## config.mk

```make
export PLATFORM = sky130hd
export DESIGN_NAME = rgbOperation
export DESIGN_NICKNAME = d
export VERILOG_FILES = /design/src/logic/video_cfg.svh /design/src/logic/videoPkg.sv /design/src/logic/rgbOperation.sv
export SDC_FILE = /design/constraint.sdc
export NUM_CORES = 1
export LEC_CHECK = 0
export BUFFER_PORTS_ARGS = -buffer_cell sky130_fd_sc_hd__buf_2
export CORE_UTILIZATION = 48
export CTS_CLUSTER_SIZE = 20
export DETAILED_ROUTE_END_ITERATION = 16
export MAX_ROUTING_LAYER = met4
export PLACE_DENSITY = 0.8
export SYNTH_ARGS = -nofsm -noshare
export SYNTH_HDL_FRONTEND = slang
export SYNTH_SLANG_ARGS = --single-unit
```

## constraint.sdc

```tcl
create_clock -name sysClk -period 1.5 [get_ports sysClk]
set_input_delay 0.3 -clock sysClk [delete_from_list [all_inputs] [get_ports sysClk]]
set_output_delay 0.3 -clock sysClk [all_outputs]
set_load 0.02 [all_outputs]
```

## src/logic/video_cfg.svh

```systemverilog
`ifndef VIDEO_CFG_SVH
`define VIDEO_CFG_SVH

// ------------------------------
// Frame geometry
// ------------------------------
`define HDISPLAY      640           // Active pixels per line
`define VDISPLAY      480           // Active lines per frame

// Pixel FIFO
`define BUFF_DEPTH    1024          // Power of two
`define FIFO_SLACK    4             // Free slots left when almost full rises

// ------------------------------
// Sprite and pattern colors
// ------------------------------
`define SPRITE_SIZE   8             // Square side in pixels
`define SPRITE_COLOR  24'hFF4000    // Orange
`define SOLID_GRAY    24'h808080    // Mid gray in every channel

`endif

```

## src/logic/videoPkg.sv

```systemverilog
`default_nettype none

package videoPkg;

    // ------------------------------
    // Test pattern selection
    // ------------------------------
    typedef enum logic [1:0] {
        patColorBar = 2'd0,     // Eight vertical bars
        patGradient = 2'd1,     // Red from x, green from y
        patChecker  = 2'd2,     // 8 pixel squares
        patSolid    = 2'd3      // Flat gray
    } patternE;

    // ------------------------------
    // Sprite merge operation
    // ------------------------------
    // Applies only where the sprite covers the pixel
    typedef enum logic [1:0] {
        opPass    = 2'd0,       // Sprite hidden
        opOverlay = 2'd1,       // Sprite color replaces pattern
        opXor     = 2'd2,       // Pattern xor sprite color
        opInvert  = 2'd3        // Pattern inverted
    } rgbOpE;

endpackage

`default_nettype wire

```

## src/logic/rgbOperation.sv

```systemverilog
`default_nettype none

module rgbOperation
    import videoPkg::*;
(
    input  logic        sysClk,
    input  logic        rstN,
    input  rgbOpE       rgbOp,          // Static while out of reset
    input  logic [23:0] dotPixel,
    input  logic        dotValid,
    input  logic        spriteHit,
    input  logic [23:0] spriteColor,
    output logic [23:0] pixel,          // R G B, red in high byte
    output logic        pixValid        // FIFO write enable
);

    logic [23:0] merged;

    // ------------------------------
    // Merge pattern and sprite
    // ------------------------------
    always_comb
    begin
        merged = dotPixel;          // Outside sprite the pattern passes
        if (spriteHit)
        begin
            case (rgbOp)
                opPass:    merged = dotPixel;
                opOverlay: merged = spriteColor;
                opXor:     merged = dotPixel ^ spriteColor;
                default:   merged = ~dotPixel;     // Invert
            endcase
        end
    end

    always_ff @(posedge sysClk)
    begin
        if (!rstN)
            pixValid <= 1'b0;
        else
            pixValid <= dotValid;
    end

    always_ff @(posedge sysClk)
    begin
        if (dotValid)
            pixel <= merged;
    end

    // Operation select held static out of reset
    rgbOpStatic: assert property (@(posedge sysClk) disable iff (!rstN)
        $stable(rgbOp))
        else $error("rgbOp changed while out of reset");

endmodule

`default_nettype wire

```

==> impl_metrics.json <==
{
  "drive_gt1_share_pct": 42.8,
  "hold_path_class": "in2reg",
  "p_per_area_nw_per_um2": 775,
  "rsz0062_at_grt": "no",
  "path_cells": "buf_2",
  "antenna_cells": 0,
  "layout_commonest_cell": "buf_2",
  "crit_required_ps": 1200,
  "power.leakage_uw": 0.00101,
  "crit_arrival_ps": 820,
  "die-area_um2": 4210,
  "root_buffer": "clkbuf_8",
  "dp_hpwl_um": 2650,
  "clock_sinks": 25,
  "outcome": "completed",
  "slowest_delay_ps": 390,
  "worst_hold_slack_ps": 242,
  "critPathBufInv": 1,
  "die_y_um": 64.9,
  "dieWidth_um": 64.9,
  "grt_pass1_vias": 1432,
  "postSynthAreaPerCell_um2": 9.94,
  "antenna_found_initial": 0,
  "ir_drop_v": 0.000327,
  "cts_made_buffers": 3,
  "worst-setup-path-type": "reg2out",
  "row_count": 22,
  "grt_max_degree": 73,
  "ios": 79,
  "crit_family": "flip-flops",
  "port_buffers": 78,
  "overflow": 0,
  "synth.distinct_cells": 13,
  "ant_nets": 0,
  "route.detailed.drc": 0,
  "period_needed_ps": 1120,
  "detail_route.wl_per_cell_um": 12.7,
  "final_cell_mix": "78 x buf_2, 48 x a21oi_1",
  "grt_usage_pct": 19.9,
  "synthesis.area_um2": 1900,
  "area.growth.synth_to_final_pct": 22.2,
  "yosysSeqAreaShare_pct": 39.0,
  "clk_pin_slew_ps": 90,
  "drt_pre_antenna_iters": 4,
  "timing.final.crit_share_pct": 74.7,
  "final_nets": 312,
  "place_congestion": 0.693,
  "max_slew_margin_pct": 77.7,
  "cp_max_fo": 1,
  "slew_viol_final": 0,
  "synth_seq_cells": 25,
  "drt_iter0_drc": 76,
  "cts_resized": 0,
  "cts_tree": "done",
  "start_util_pct": 51.1,
  "vias": 1674,
  "htreeDepth": 1,
  "hold_buffers": 0,
  "syn_inst": 191,
  "setup_violations": 0,
  "worst_setup_path_end_kind": "primary output",
  "clock_path_buffers": 2,
  "maxCapViolCount": 0,
  "hold_viol_final": 0,
  "cpMaxStageDelayCell": "edfxtp_1",
  "finalSetupTns_ps": 0,
  "coreArea_um2": 3720,
  "ys_warn_count": 0,
  "critPathLaunchType": "flip-flop",
  "synthesis.nets": 245,
  "wl_um": 3880,
  "cts_setup_buffers": 0,
  "tightest_slew_ps": 334,
  "fmax_mhz": 893,
  "grt_first_pass_wirelength_um": 6450,
  "via_per_inst": 5.49
}
## registers in the layout, indices dropped and copies added, names as in the netlist
name      flops
pixValid      1
pixel        24
## stage by stage
stage / power, uW / worst slack [ps] / cell area (um2) / std cells / util (%)
after CTS: 1820 / 355 / 2320 / 305 / 62.5
after global routing: 1910 / 339 / 2320 / 305 / 62.5
after detailed placement: 1420 / 151 / 2280 / 301 / 61.2
after global placement: 1410 / 230 / 2280 / 301 / 61.2
after floorplan: 1230 / 319 / 1900 / 191 / -
final: 1800 / 380 / 2320 / 305 / 62.5
## synthesized netlist by cell type
| cell | instances | area (um2) |
|---|---|---|
| o211ai_2 | 24 | 300 |
| edfxtp_1 | 24 | 721 |
| buf_8 | 2 | 30.0 |
| nand2b_1 | 24 | 150 |
| buf_4 | 6 | 45.0 |
| clkbuf_1 | 3 | 11.3 |
| a21oi_1 | 48 | 240 |
| a21o_1 | 24 | 180 |
| and2_1 | 1 | 6.26 |
| buf_6 | 4 | 45.0 |
| buf_2 | 6 | 30.0 |
| dfxtp_1 | 1 | 20.0 |
| o21ai_1 | 24 | 120 |
## logic make-up after synthesis
family	count (synthesis)	share of synthesized area [%]
and+or+nand+nor	25	8.23
AOI/OAI and AO/OA	120	44.3
buffers and inverters	21	8.50
DFF	25	39.0
## worst paths after layout
| path | to | from | cells after the start | slack, ps |
|---|---|---|---|---|
| hold / removal | pixValid$_SDFF_PN0_ | rstN | 2 | 240 |
| setup / recovery | pixel[21] | pixel[21]$_DFFE_PP_ | 1 | 380 |
## area by class of cell
cell class	count	area [um2]
sequential	25	741
tap	48	60.1
multi-input combinational	145	997
fill	325	1400
timing repair buffer	83	478
clock buffer	4	45.0
## routing by layer
layer | GRT usage (%) | share of wire [%]
met3 | 1.06 | 3.5
met1 | 24.7 | 46
met4 | 6.67 | 1.1
met5 | - | 0
met2 | 34.4 | 50
## power breakdown
part | leakage [uW] | switching, uW | internal [uW] | total [uW]
clock network | 0.0000228 | 205 | 189 | 395
logic | 0.000743 | 322 | 223 | 545
registers | 0.000244 | 14.2 | 846 | 860
total | 0.00101 | 541 | 1260 | 1800
(Power assumes the default switching activity.)
