`src/logic/video_cfg.svh`:
```
`ifndef VIDEO_CFG_SVH
`define VIDEO_CFG_SVH

// ------------------------------
// Frame geometry
// ------------------------------
`define HDISPLAY      640           // Active pixels per line
`define VDISPLAY      480           // Active lines per frame

// Pixel FIFO
`define BUFF_DEPTH    1024          // Power of two
`define FIFO_SLACK    4             // Free slots left when almost full rises

// ------------------------------
// Sprite and pattern colors
// ------------------------------
`define SPRITE_SIZE   8             // Square side in pixels
`define SPRITE_COLOR  24'hFF4000    // Orange
`define SOLID_GRAY    24'h808080    // Mid gray in every channel

`endif

```
`src/logic/positionGenerator.sv`:
```
`default_nettype none
`include "video_cfg.svh"

module positionGenerator #(
    parameter int hDisplay = `HDISPLAY,
    parameter int vDisplay = `VDISPLAY
)(
    input  logic        sysClk,
    input  logic        rstN,
    input  logic [15:0] xPos,
    input  logic [15:0] yPos,
    input  logic        step,
    input  logic        frameEnd,
    output logic        spriteHit,
    output logic [23:0] spriteColor
);

    logic [15:0] sprX;              // Sprite origin
    logic [15:0] sprY;
    logic        dirX;              // 1 moves toward larger coordinate
    logic        dirY;
    logic [16:0] nextX;             // {dir, origin} after this frame
    logic [16:0] nextY;
    logic        inX;
    logic        inY;

    // One axis of the bounce, reversal replaces the move
    function automatic logic [16:0] bounce(input logic [15:0] pos, input logic dir,
                                           input int limit);
        logic [16:0] res;
        if (dir)
        begin
            if (int'(pos) + `SPRITE_SIZE >= limit)
                res = {1'b0, pos};          // Far edge would leave display
            else
                res = {1'b1, pos + 16'd1};
        end
        else
        begin
            if (pos == 16'd0)
                res = {1'b1, pos};          // Origin would go negative
            else
                res = {1'b0, pos - 16'd1};
        end
        return res;
    endfunction

    assign nextX = bounce(sprX, dirX, hDisplay);
    assign nextY = bounce(sprY, dirY, vDisplay);

    assign inX = (xPos >= sprX) && (int'(xPos) < int'(sprX) + `SPRITE_SIZE);
    assign inY = (yPos >= sprY) && (int'(yPos) < int'(sprY) + `SPRITE_SIZE);

    // ------------------------------
    // Position update per frame
    // ------------------------------
    always_ff @(posedge sysClk)
    begin
        if (!rstN)
        begin
            sprX <= '0;
            sprY <= '0;
            dirX <= 1'b1;
            dirY <= 1'b1;
        end
        else if (frameEnd)
        begin
            {dirX, sprX} <= nextX;  // Next frame sees new origin
            {dirY, sprY} <= nextY;
        end
    end

    // Hit test, aligned with dotPixel
    always_ff @(posedge sysClk)
    begin
        if (step)
        begin
            spriteHit   <= inX & inY;
            spriteColor <= (inX & inY) ? `SPRITE_COLOR : 24'h000000;
        end
    end

    originInDisplay: assert property (@(posedge sysClk) disable iff (!rstN)
        (int'(sprX) + `SPRITE_SIZE <= hDisplay) && (int'(sprY) + `SPRITE_SIZE <= vDisplay))
        else $error("Sprite left the display");

endmodule

`default_nettype wire

```
`config.mk`:
```
export PLATFORM = sky130hd
export DESIGN_NAME = positionGenerator
export DESIGN_NICKNAME = d
export VERILOG_FILES = /design/src/logic/positionGenerator.sv
export VERILOG_INCLUDE_DIRS = /design/src /design/src/logic
export SDC_FILE = /design/constraint.sdc
export NUM_CORES = 1
export LEC_CHECK = 0
export BUFFER_PORTS_ARGS = -buffer_cell sky130_fd_sc_hd__buf_4
export CELL_PAD_IN_SITES_DETAIL_PLACEMENT = 0
export CELL_PAD_IN_SITES_GLOBAL_PLACEMENT = 1
export CORE_ASPECT_RATIO = 0.6
export CORE_MARGIN = 2
export CORE_UTILIZATION = 40
export CTS_CLUSTER_SIZE = 12
export DETAILED_ROUTE_END_ITERATION = 8
export PLACE_DENSITY_LB_ADDON = 0.1
export SLEW_MARGIN = 0
export SYNTH_ARGS = -nofsm -noshare
export SYNTH_HDL_FRONTEND = slang
export SYNTH_SLANG_ARGS = --single-unit
```
`constraint.sdc`:
```
create_clock -name sysClk -period 2.4 [get_ports sysClk]
set_input_delay 0.48 -clock sysClk [delete_from_list [all_inputs] [get_ports sysClk]]
set_output_delay 0.48 -clock sysClk [all_outputs]
set_load 0.05 [all_outputs]
```
==> out/results.tsv <==
stage	metric	value	unit
sta	setup_ws	-0.1182	ns
synthesis	async_flop_share	0	
synthesis	yosysWarnings	0	
sta	maxSlewHeadroom	0.3762	
layout	final_common_cell	buf_4	
floorplan	die_h	86.76	microns
synthesis	synth_top_area_cell	ha_1	
routing	viasPerCell	5.586	
clock_tree	cts_buffer_depth	2	
worst_setup_path	worstPathRequired	2.51	ns
global_route	grt_pass1_vias	4573	
run_status	violations	setup timing	
clock_tree	path_clk_slew	0.06	ns
synthesis	ys_seq_area_frac	0.1557	
min_path	hold_class	in -> reg	
power	leakagePower	2.609	nW
global_route	grt_overflow	0	
synthesis	yosysTopAreaCellShare	0.1699	
sta	max_freq	0.3971	GHz
global_route	use_met3	0.03978	
global_route	met2_usage	0.3327	
worst_setup_path	crit_type	reg -> reg	
worst_setup_path	end_kind	flop	
synthesis	synthFlopType	dfxtp_1	
clock_tree	h-tree-depth	2	
clock_tree	clock_latency	0.28	ns
global_route	grt_usage	0.2444	
sta	timing.final.crit_share	1.049	
global_route	antenna_found_initial	0	
routing	drtAntennaViolNets	0	
layout	fill_cells	1084	
place	gp_congestion	0.9475	
routing	drt_iter0_drc	447	
floorplan	die_w	141.9	microns
routing	vias	4899	
sta	skew	0.009153	ns
place	dpl.hpwl	11990	microns
routing	avgRoutedWirePerCell	17.05	microns
clock_tree	cts_tree	done	
global_route	use_met1	0.4003	
flow_run	drv_cap	0	
synthesis	synth_area_leaders	ha_1 (17%), dfxtp_1 (15%), xnor2_1 (4.8%), buf_4 (4.3%), nand2_1 (3.9%)	
power	vdd_drop_max	0.3074	mV
clock_tree	root_buffer	clkbuf_16	
routing	wirelength	14960	microns
sta	fin_crit	2.518	ns
worst_setup_path	setup.worst_path.end	spriteColor[22]	
place	port-buffer-count	45	
sta	setup_tns	-0.3658	ns
sta	rsz0062_at_grt	yes	
routing	drt-pass1-iter-count	5	
worst_setup_path	reg2reg_from	sprY[3]	
global_route	grt_max_degree	23	
floorplan	initial_core_util	0.4068	
clock_tree	cts_buffers	5	
sta	hold_viol_final	0	
synthesis	yosysUniqueCellTypes	79	
synthesis	ys_ff_latch	35	
worst_setup_path	critPathMaxFanout	4	
global_route	top_usage_layer	met1	
worst_setup_path	crit_start	sprY[3]	
synthesis	postSynthAreaPerCell	7.738	sq um
clock_tree	clkSinkCount	35	
worst_setup_path	timing.rr.end	spriteColor[22]	
sta	slew_violations	0	
run_status	outcome	finished with violations	
sta	tightest_slew	0.9346	ns
worst_setup_path	startpoint_type	flop	
synthesis	syn_inst	590	
sta	setup_viol	6	
floorplan	core_area	0.01122	sq mm
layout	drive_gt1_frac	0.3602	
worst_setup_path	r2r_cells	10	
layout	n_antenna_cell	0	
worst_setup_path	r2r_slack	-0.12	ns
floorplan	die_area	0.01231	sq mm
global_route	grt_first_pass_wirelength	23720	microns
power	powerDensity	302.3	mW/mm^2
clock_tree	holdBufCountCts	0	
worst_setup_path	cp.arrival	2.63	ns
layout	synthToLayoutAreaGrowth	37.65	%
synthesis	synth_area	0.004566	sq mm
floorplan	io-pin-count	61	
routing	drcViolationCount	0	
synthesis	synth-edff-count	1	
layout	finish.net_count	830	
floorplan	rows	30	
layout	mostFrequentLayoutCells	buf_4 (165), ha_1 (59), nand2_1 (47)	
place	post-place-ws	-0.1989	ns
[power breakdown]
group,total (W),switching (W),internal [W]
clock,0.000715,0.000273,0.000442
sequential,0.000591,0.00000559,0.000586
combinational,0.000594,0.000347,0.000247
[layout make-up]
cell class                      count  area, sq um  area share
Timing Repair Buffer              172         1335      0.2124
Tap cell                          144        180.2     0.02867
Clock inverter                      1        7.507    0.001195
Sequential cell                    35        737.0      0.1173
Clock buffer                        7        152.6     0.02429
Multi-Input combinational cell    475         3711      0.5905
Inverter                           43        161.4     0.02568
[sequential cells by signal, summed over array words and instances (netlist names)]
register and cells:
sprX 16, dirX 1, sprY 16, spriteColor 1, dirY 1
[stage by stage]
step                instance area, sq um  total power, W    util  hold WS (ns)  instances
finish                              6285        0.001900  0.5600        0.3937        877
global route                        6285        0.001997  0.5600        0.3831        877
CTS                                 5967        0.001879  0.5317        0.3904        867
detailed placement                  5717        0.001166  0.5094        0.4964        856
global placement                    5717        0.001155  0.5094        0.4838        856
floorplan                           4663       0.0009773       -        0.4571        604
[worst min path at each step]
| stage | from | endpoint | cells after the start |
|---|---|---|---|
| global placement | sprY[2] | sprY[2] | 2 |
| floorplan | sprY[2] | sprY[2] | 2 |
| finish | step | spriteColor[22] | 1 |
| global route | step | spriteColor[22] | 1 |
| CTS | step | spriteColor[22] | 1 |
| detailed placement | sprY[2] | sprY[2] | 2 |
[logic make-up after synthesis]
| group | count (synthesis) | synth area share |
|---|---|---|
| and+or+nand+nor | 204 | 0.2502 |
| AOI/OAI and AO/OA | 160 | 0.2483 |
| other | 1 | 0.0008214 |
| muxes | 7 | 0.01644 |
| xor gates and xnor gates | 27 | 0.05180 |
| buffers and inverters | 94 | 0.1069 |
| adders and majority gates | 62 | 0.1699 |
| DFF | 35 | 0.1557 |
[critical path: stages, from the launching register on]
cell	delay [ns]
dfxtp_4	0.37
ha_4	0.15
nand3_4	0.09
or3_4	0.34
and2_4	0.17
ha_4	0.16
a2111oi_4	0.35
a21oi_1	0.12
o211ai_1	0.23
a21oi_1	0.11
nor4_1	0.25
[routing by layer]
layer | wire (microns) | vias up
li1 | - | 2447
met1 | 8164 | 2270
met2 | 5653 | 170
met3 | 1035 | 12
met4 | 103 | 0
met5 | 0 | -
[cells in the mapped netlist (all sizes together), types with 2 or more instances]
library cell / number
nor3: 24
o211ai: 7
o311ai: 2
and4: 10
o21ai: 32
xnor2: 25
o311a: 3
inv: 42
o21bai: 3
nor2: 41
buf: 41
ha: 62
nor4b: 3
a211oi: 7
o22ai: 4
and3: 5
nor4: 10
a22oi: 4
o221ai: 3
dfxtp: 34
o41ai: 2
a221oi: 3
or3: 4
nor3b: 2
or2: 2
nor2b: 6
and2: 4
or4: 4
a21oi: 36
nand4: 19
mux2i: 6
a311oi: 6
o31a: 2
a211o: 3
o31ai: 5
clkbuf: 10
nand3: 20
xor2: 2
a31oi: 14
o21a: 6
a21o: 8
nand2: 48
a221o: 3
[timing repair]
item	in CTS	in global routing
pin swaps	10	22
gates resized for setup	15	52
buffers inserted	3	10
setup endpoints to repair	12	28
(Power assumes the default switching activity.)
