==> src/logic/video_cfg.svh <==
`ifndef VIDEO_CFG_SVH
`define VIDEO_CFG_SVH

// ------------------------------
// Frame geometry
// ------------------------------
`define HDISPLAY      640           // Active pixels per line
`define VDISPLAY      480           // Active lines per frame

// Pixel FIFO
`define BUFF_DEPTH    1024          // Power of two
`define FIFO_SLACK    4             // Free slots left when almost full rises

// ------------------------------
// Sprite and pattern colors
// ------------------------------
`define SPRITE_SIZE   8             // Square side in pixels
`define SPRITE_COLOR  24'hFF4000    // Orange
`define SOLID_GRAY    24'h808080    // Mid gray in every channel

`endif

==> src/logic/videoPkg.sv <==
`default_nettype none

package videoPkg;

    // ------------------------------
    // Test pattern selection
    // ------------------------------
    typedef enum logic [1:0] {
        patColorBar = 2'd0,     // Eight vertical bars
        patGradient = 2'd1,     // Red from x, green from y
        patChecker  = 2'd2,     // 8 pixel squares
        patSolid    = 2'd3      // Flat gray
    } patternE;

    // ------------------------------
    // Sprite merge operation
    // ------------------------------
    // Applies only where the sprite covers the pixel
    typedef enum logic [1:0] {
        opPass    = 2'd0,       // Sprite hidden
        opOverlay = 2'd1,       // Sprite color replaces pattern
        opXor     = 2'd2,       // Pattern xor sprite color
        opInvert  = 2'd3        // Pattern inverted
    } rgbOpE;

endpackage

`default_nettype wire

==> src/logic/dotGenerator.sv <==
`default_nettype none
`include "video_cfg.svh"

module dotGenerator
    import videoPkg::*;
#(
    parameter int hDisplay = `HDISPLAY,
    parameter int vDisplay = `VDISPLAY
)(
    input  logic        sysClk,
    input  logic        rstN,
    input  logic        hold,       // FIFO almost full
    input  patternE     pattern,    // Static while out of reset
    output logic [15:0] xPos,
    output logic [15:0] yPos,
    output logic        step,       // Current coordinate consumed
    output logic        frameEnd,   // Step of the last pixel
    output logic [23:0] dotPixel,
    output logic        dotValid
);

    // Bar width in pixels, no divider in the loop
    localparam int barWidth = (hDisplay >= 8) ? hDisplay / 8 : 1;

    logic        runQ;              // Low for one cycle after reset
    logic [15:0] barCnt;            // Pixel within current bar
    logic [2:0]  barIdx;
    logic        lastX;
    logic        lastY;
    logic [23:0] barColor;
    logic [23:0] patPixel;

    assign lastX    = (xPos == 16'(hDisplay - 1));
    assign lastY    = (yPos == 16'(vDisplay - 1));
    assign step     = runQ & ~hold;
    assign frameEnd = step & lastX & lastY;

    // ------------------------------
    // Raster and bar counters
    // ------------------------------
    always_ff @(posedge sysClk)
    begin
        if (!rstN)
        begin
            runQ   <= 1'b0;
            xPos   <= '0;
            yPos   <= '0;
            barCnt <= '0;
            barIdx <= '0;
        end
        else
        begin
            runQ <= 1'b1;
            if (step)
            begin
                if (lastX)
                begin
                    xPos   <= '0;
                    barCnt <= '0;
                    barIdx <= '0;
                    yPos   <= lastY ? 16'd0 : yPos + 16'd1;  // Wrap at frame end
                end
                else
                begin
                    xPos <= xPos + 16'd1;
                    if (barCnt == 16'(barWidth - 1))
                    begin
                        barCnt <= '0;
                        barIdx <= barIdx + 3'd1;    // Next bar
                    end
                    else
                        barCnt <= barCnt + 16'd1;
                end
            end
        end
    end

    // ------------------------------
    // Pattern select
    // ------------------------------
    always_comb
    begin
        case (barIdx)
            3'd0:    barColor = 24'hFFFFFF;     // White
            3'd1:    barColor = 24'hFFFF00;     // Yellow
            3'd2:    barColor = 24'h00FFFF;     // Cyan
            3'd3:    barColor = 24'h00FF00;     // Green
            3'd4:    barColor = 24'hFF00FF;     // Magenta
            3'd5:    barColor = 24'hFF0000;     // Red
            3'd6:    barColor = 24'h0000FF;     // Blue
            default: barColor = 24'h000000;     // Black
        endcase
    end

    always_comb
    begin
        case (pattern)
            patColorBar: patPixel = barColor;
            patGradient: patPixel = {xPos[7:0], yPos[7:0], 8'h00};
            patChecker:  patPixel = (xPos[3] ^ yPos[3]) ? 24'hFFFFFF : 24'h000000;
            default:     patPixel = `SOLID_GRAY;
        endcase
    end

    // Output stage, one cycle after step
    always_ff @(posedge sysClk)
    begin
        if (!rstN)
            dotValid <= 1'b0;
        else
            dotValid <= step;
    end

    always_ff @(posedge sysClk)
    begin
        if (step)
            dotPixel <= patPixel;
    end

    // Raster inside the frame, bar counter matches x
    rasterInFrame: assert property (@(posedge sysClk) disable iff (!rstN)
        (xPos < 16'(hDisplay)) && (yPos < 16'(vDisplay))
        && (barIdx == 3'(xPos / 16'(barWidth))))
        else $error("dotGenerator raster or bar index out of step");

endmodule

`default_nettype wire

==> config.mk <==
export PLATFORM = sky130hd
export DESIGN_NAME = dotGenerator
export DESIGN_NICKNAME = d
export VERILOG_FILES = /design/src/logic/videoPkg.sv /design/src/logic/dotGenerator.sv
export VERILOG_INCLUDE_DIRS = /design/src /design/src/logic
export SDC_FILE = /design/constraint.sdc
export NUM_CORES = 1
export LEC_CHECK = 0
export BUFFER_PORTS_ARGS = -buffer_cell sky130_fd_sc_hd__buf_2
export CAP_MARGIN = 20
export CELL_PAD_IN_SITES_DETAIL_PLACEMENT = 1
export CELL_PAD_IN_SITES_GLOBAL_PLACEMENT = 1
export CORE_MARGIN = 3
export CORE_UTILIZATION = 42
export DETAILED_ROUTE_END_ITERATION = 8
export GPL_TIMING_DRIVEN = 1
export PLACE_DENSITY_LB_ADDON = 0.15
export SKIP_CTS_REPAIR_TIMING = 1
export SLEW_MARGIN = 20
export SYNTH_ARGS = -nofsm -noshare
export SYNTH_HDL_FRONTEND = slang
export SYNTH_SLANG_ARGS = --single-unit
export TNS_END_PERCENT = 100
==> constraint.sdc <==
create_clock -name sysClk -period 3 [get_ports sysClk]
set_input_delay 0.3 -clock sysClk [delete_from_list [all_inputs] [get_ports sysClk]]
set_output_delay 0.3 -clock sysClk [all_outputs]
set_load 0.05 [all_outputs]
==> results by group <==
Outcome
  – Status: completed

Setup path
  – Startpoint Class: flip-flop
  – FF-to-FF Start: xPos[0]
  – Crit Path Max Fanout: 8
  – Reg2reg end: xPos[8]
  – Crit path kind: flip-flop to output pin
  – Worst Reg-to-Reg Cells: 6
  – FF-to-FF setup slack: 0.43 ns
  – Critical Path AT: 2.46 ns
  – Setup crit end kind: output pin
  – Critical Path RT: 2.70 ns

Yosys
  – Synth Area in XOR/XNOR: 10.3%
  – Mapped Cells: 353
  – Synthesized Nets: 366
  – Post-synthesis cell area: 0.00332 sq mm
  – Synth async-reset ratio: 0%
  – Main combinational cell family by area after synthesis: simple AND/OR/NAND/NOR gates
  – Share of Yosys cell area claimed by the top area cell type: 32.0%
  – Warnings from Yosys: 0
  – Seq/Total Area, Yosys: 48.2%
  – Synth Flop Type: dfxtp_1
  – Top cells by area, synth: dfxtp_1, edfxtp_1, xnor2_1
  – Synth cell types: 45
  – Syn avg cell area: 9.41 sq um
  – Mux cell area share after synthesis: 0.301%
  – Flops & latches, synth: 71
  – Synth Area in Adders: 3.01%
  – Synth Area in Compound Gates: 7.20%
  – Simple-Gate Fraction of Synth Area: 26.8%
  – Area leader, netlist: dfxtp_1
  – EDFF count, synth: 18

GRT
  – Vias in the first global route: 2777
  – First-pass GRT wire length: 13.7 mm
  – GRT overflow: 0
  – Global Route Usage Sum: 19.7%
  – Largest net degree at the start of global routing: 25
  – Antenna violations before repair: 0

Timing
  – Final period utilization: 91.9%
  – RSZ-0062 raised after global routing: false
  – Slew Limit Fails: 0
  – Final setup viols: 0
  – Final Skew: 0.0172 ns
  – Worst Max-Slew Pin Slew: 1.04 ns
  – Final hold violations: 0
  – Max Freq: 363 MHz
  – Fin Hold WS: 0.224 ns
  – Worst rel slew slack: 30.7%
  – Tmin final: 2.76 ns
  – Setup TNS: 0 ns

Floorplan
  – Cell row count: 31
  – Initial Util: 44.6%
  – Die area: 0.00901 sq mm
  – Core ar.: 0.00745 sq mm
  – Die Y: 94.9 microns
  – I/O Pins: 64
  – Die width: 94.9 microns

Cells and area
  – Commonest cells after routing, fill and taps aside: buf_2, dfxtp_1, nor2_1, nand2_1, xnor2_1
  – Non-Filler Instances: 519
  – Final Core Density: 52.8%
  – Area grow syn2layout: 18.4%
  – Share of post-route cells with drive strength above 1: 22.6%
  – Final nets: 428
  – Leading cell type in the layout, fill and taps excluded: buf_2
  – ANT cells: 0

Power
  – Power, Total: 0.00202 W
  – VDD IR max: 317 uV
  – PwrDens: 514 mW/mm^2
  – Leakage: 1.57 nW

CTS
  – Latest clock arrival within the worst-skew pair: 0.35 ns
  – H-Tree Depth: 3
  – Longest Clk Path Bufs: 2
  – CTS Sinks: 71
  – CTS tree: built
  – Root buffer cell: clkbuf_8
  – Num CTS Buffers: 9
  – Clock slew at reported path FFs: 0.08 ns

Place
  – Port bufs: 63
  – Placed cells: 503
  – Dpl hpwl: 6.01 mm
  – RePlAce Congestion: 0.767

Drt
  – Starting DRT DRC Count: 159
  – Vias per cell: 5.32
  – DRC Markers: 0
  – Pre-antenna DRT Iters: 4
  – Via count: 2760
  – DRT antenna net count: 0
  – DR WL/cell: 15.9 microns
  – Routed WL: 8.26 mm

Hold path
  – Hold path startpoint: rstN
  – Worst min-delay path class: primary input to flip-flop
  – Hold EP: runQ
  – Hold depth: 1

Job
  – MaxCap Viol Count: 0
how the worst max path moves through the flow:
stage            start        to  slack, ns  cells past startpoint
6_report       xPos[0]  frameEnd       0.24                      6
5_1_grt        xPos[1]  frameEnd       0.05                      6
4_1_cts        xPos[0]  frameEnd       0.22                      6
3_5_place_dp   xPos[0]  xPos[15]       0.44                      6
3_3_place_gp   xPos[0]  xPos[12]       0.53                      6
2_1_floorplan  xPos[0]  frameEnd       0.12                      5
Yosys cell counts (3+ instances only):
cell and number:
nor2_1 48, a21oi_1 7, buf_2 3, and2_1 6
buf_4 6, xnor2_1 26, nand3_1 16, nor4_1 3
and3_1 8, inv_1 9, nor4_2 5, nand2b_1 3
edfxtp_1 18, or3_1 6, o21ai_0 8, dfxtp_1 53
nand2_1 32, nor3_1 11, a21o_1 8, clkbuf_1 7
a21boi_0 4, ha_1 8, nand4_1 16, xor2_1 13
cell type report:
cell class / instances / area, sq um
Inverter: 10 / 37.5
Clock inverter: 6 / 90.1
Timing Repair Buffer: 69 / 360
Multi-Input combinational cell: 254 / 1580
Sequential cell: 71 / 1600
Fill cell: 887 / 3520
Clock buffer: 10 / 138
Tap cell: 99 / 124
cell families after synthesis:
group | Yosys count
simple gates | 169
flops | 71
xor+xnor | 39
compound gates | 37
buf+inv | 28
fa+ha+maj | 8
mux | 1
through the flow:
step                area (sq um)  worst slack (ns)
global route                3930            0.0465
CTS                         3930             0.219
detailed placement          3700             0.436
floorplan                   3320             0.123
finish                      3930             0.243
global placement            3700             0.532
critical path: stages, from the launching register on:
cell and delay (ns):
dfxtp_1 0.47, ha_1 0.26, or4b_4 0.49, nor3_2 0.29
nand4_1 0.21, nor2_1 0.13, buf_2 0.27
sequential cells by signal (all words and copies together) (netlist names):
name	cells
runQ	1
barCnt	16
barIdx	3
dotValid	1
dotPixel	18
yPos	16
xPos	16
power by group:
group          total (W)  internal (W)  switching (W)
clock           0.000874      0.000495       0.000379
combinational   0.000139     0.0000316       0.000108
sequential       0.00101      0.000998     0.00000854
routing by layer:
metal	part of all wire, %	up-vias	track usage (%)	routed length (microns)
li1	-	1357	-	-
met1	47	1328	26.2	3880
met2	47	64	31.5	3860
met3	4.7	11	4.62	392
met4	1.5	0	6.37	125
met5	0	-	0	0
No activity file was read; power rests on OpenSTA's default activity.
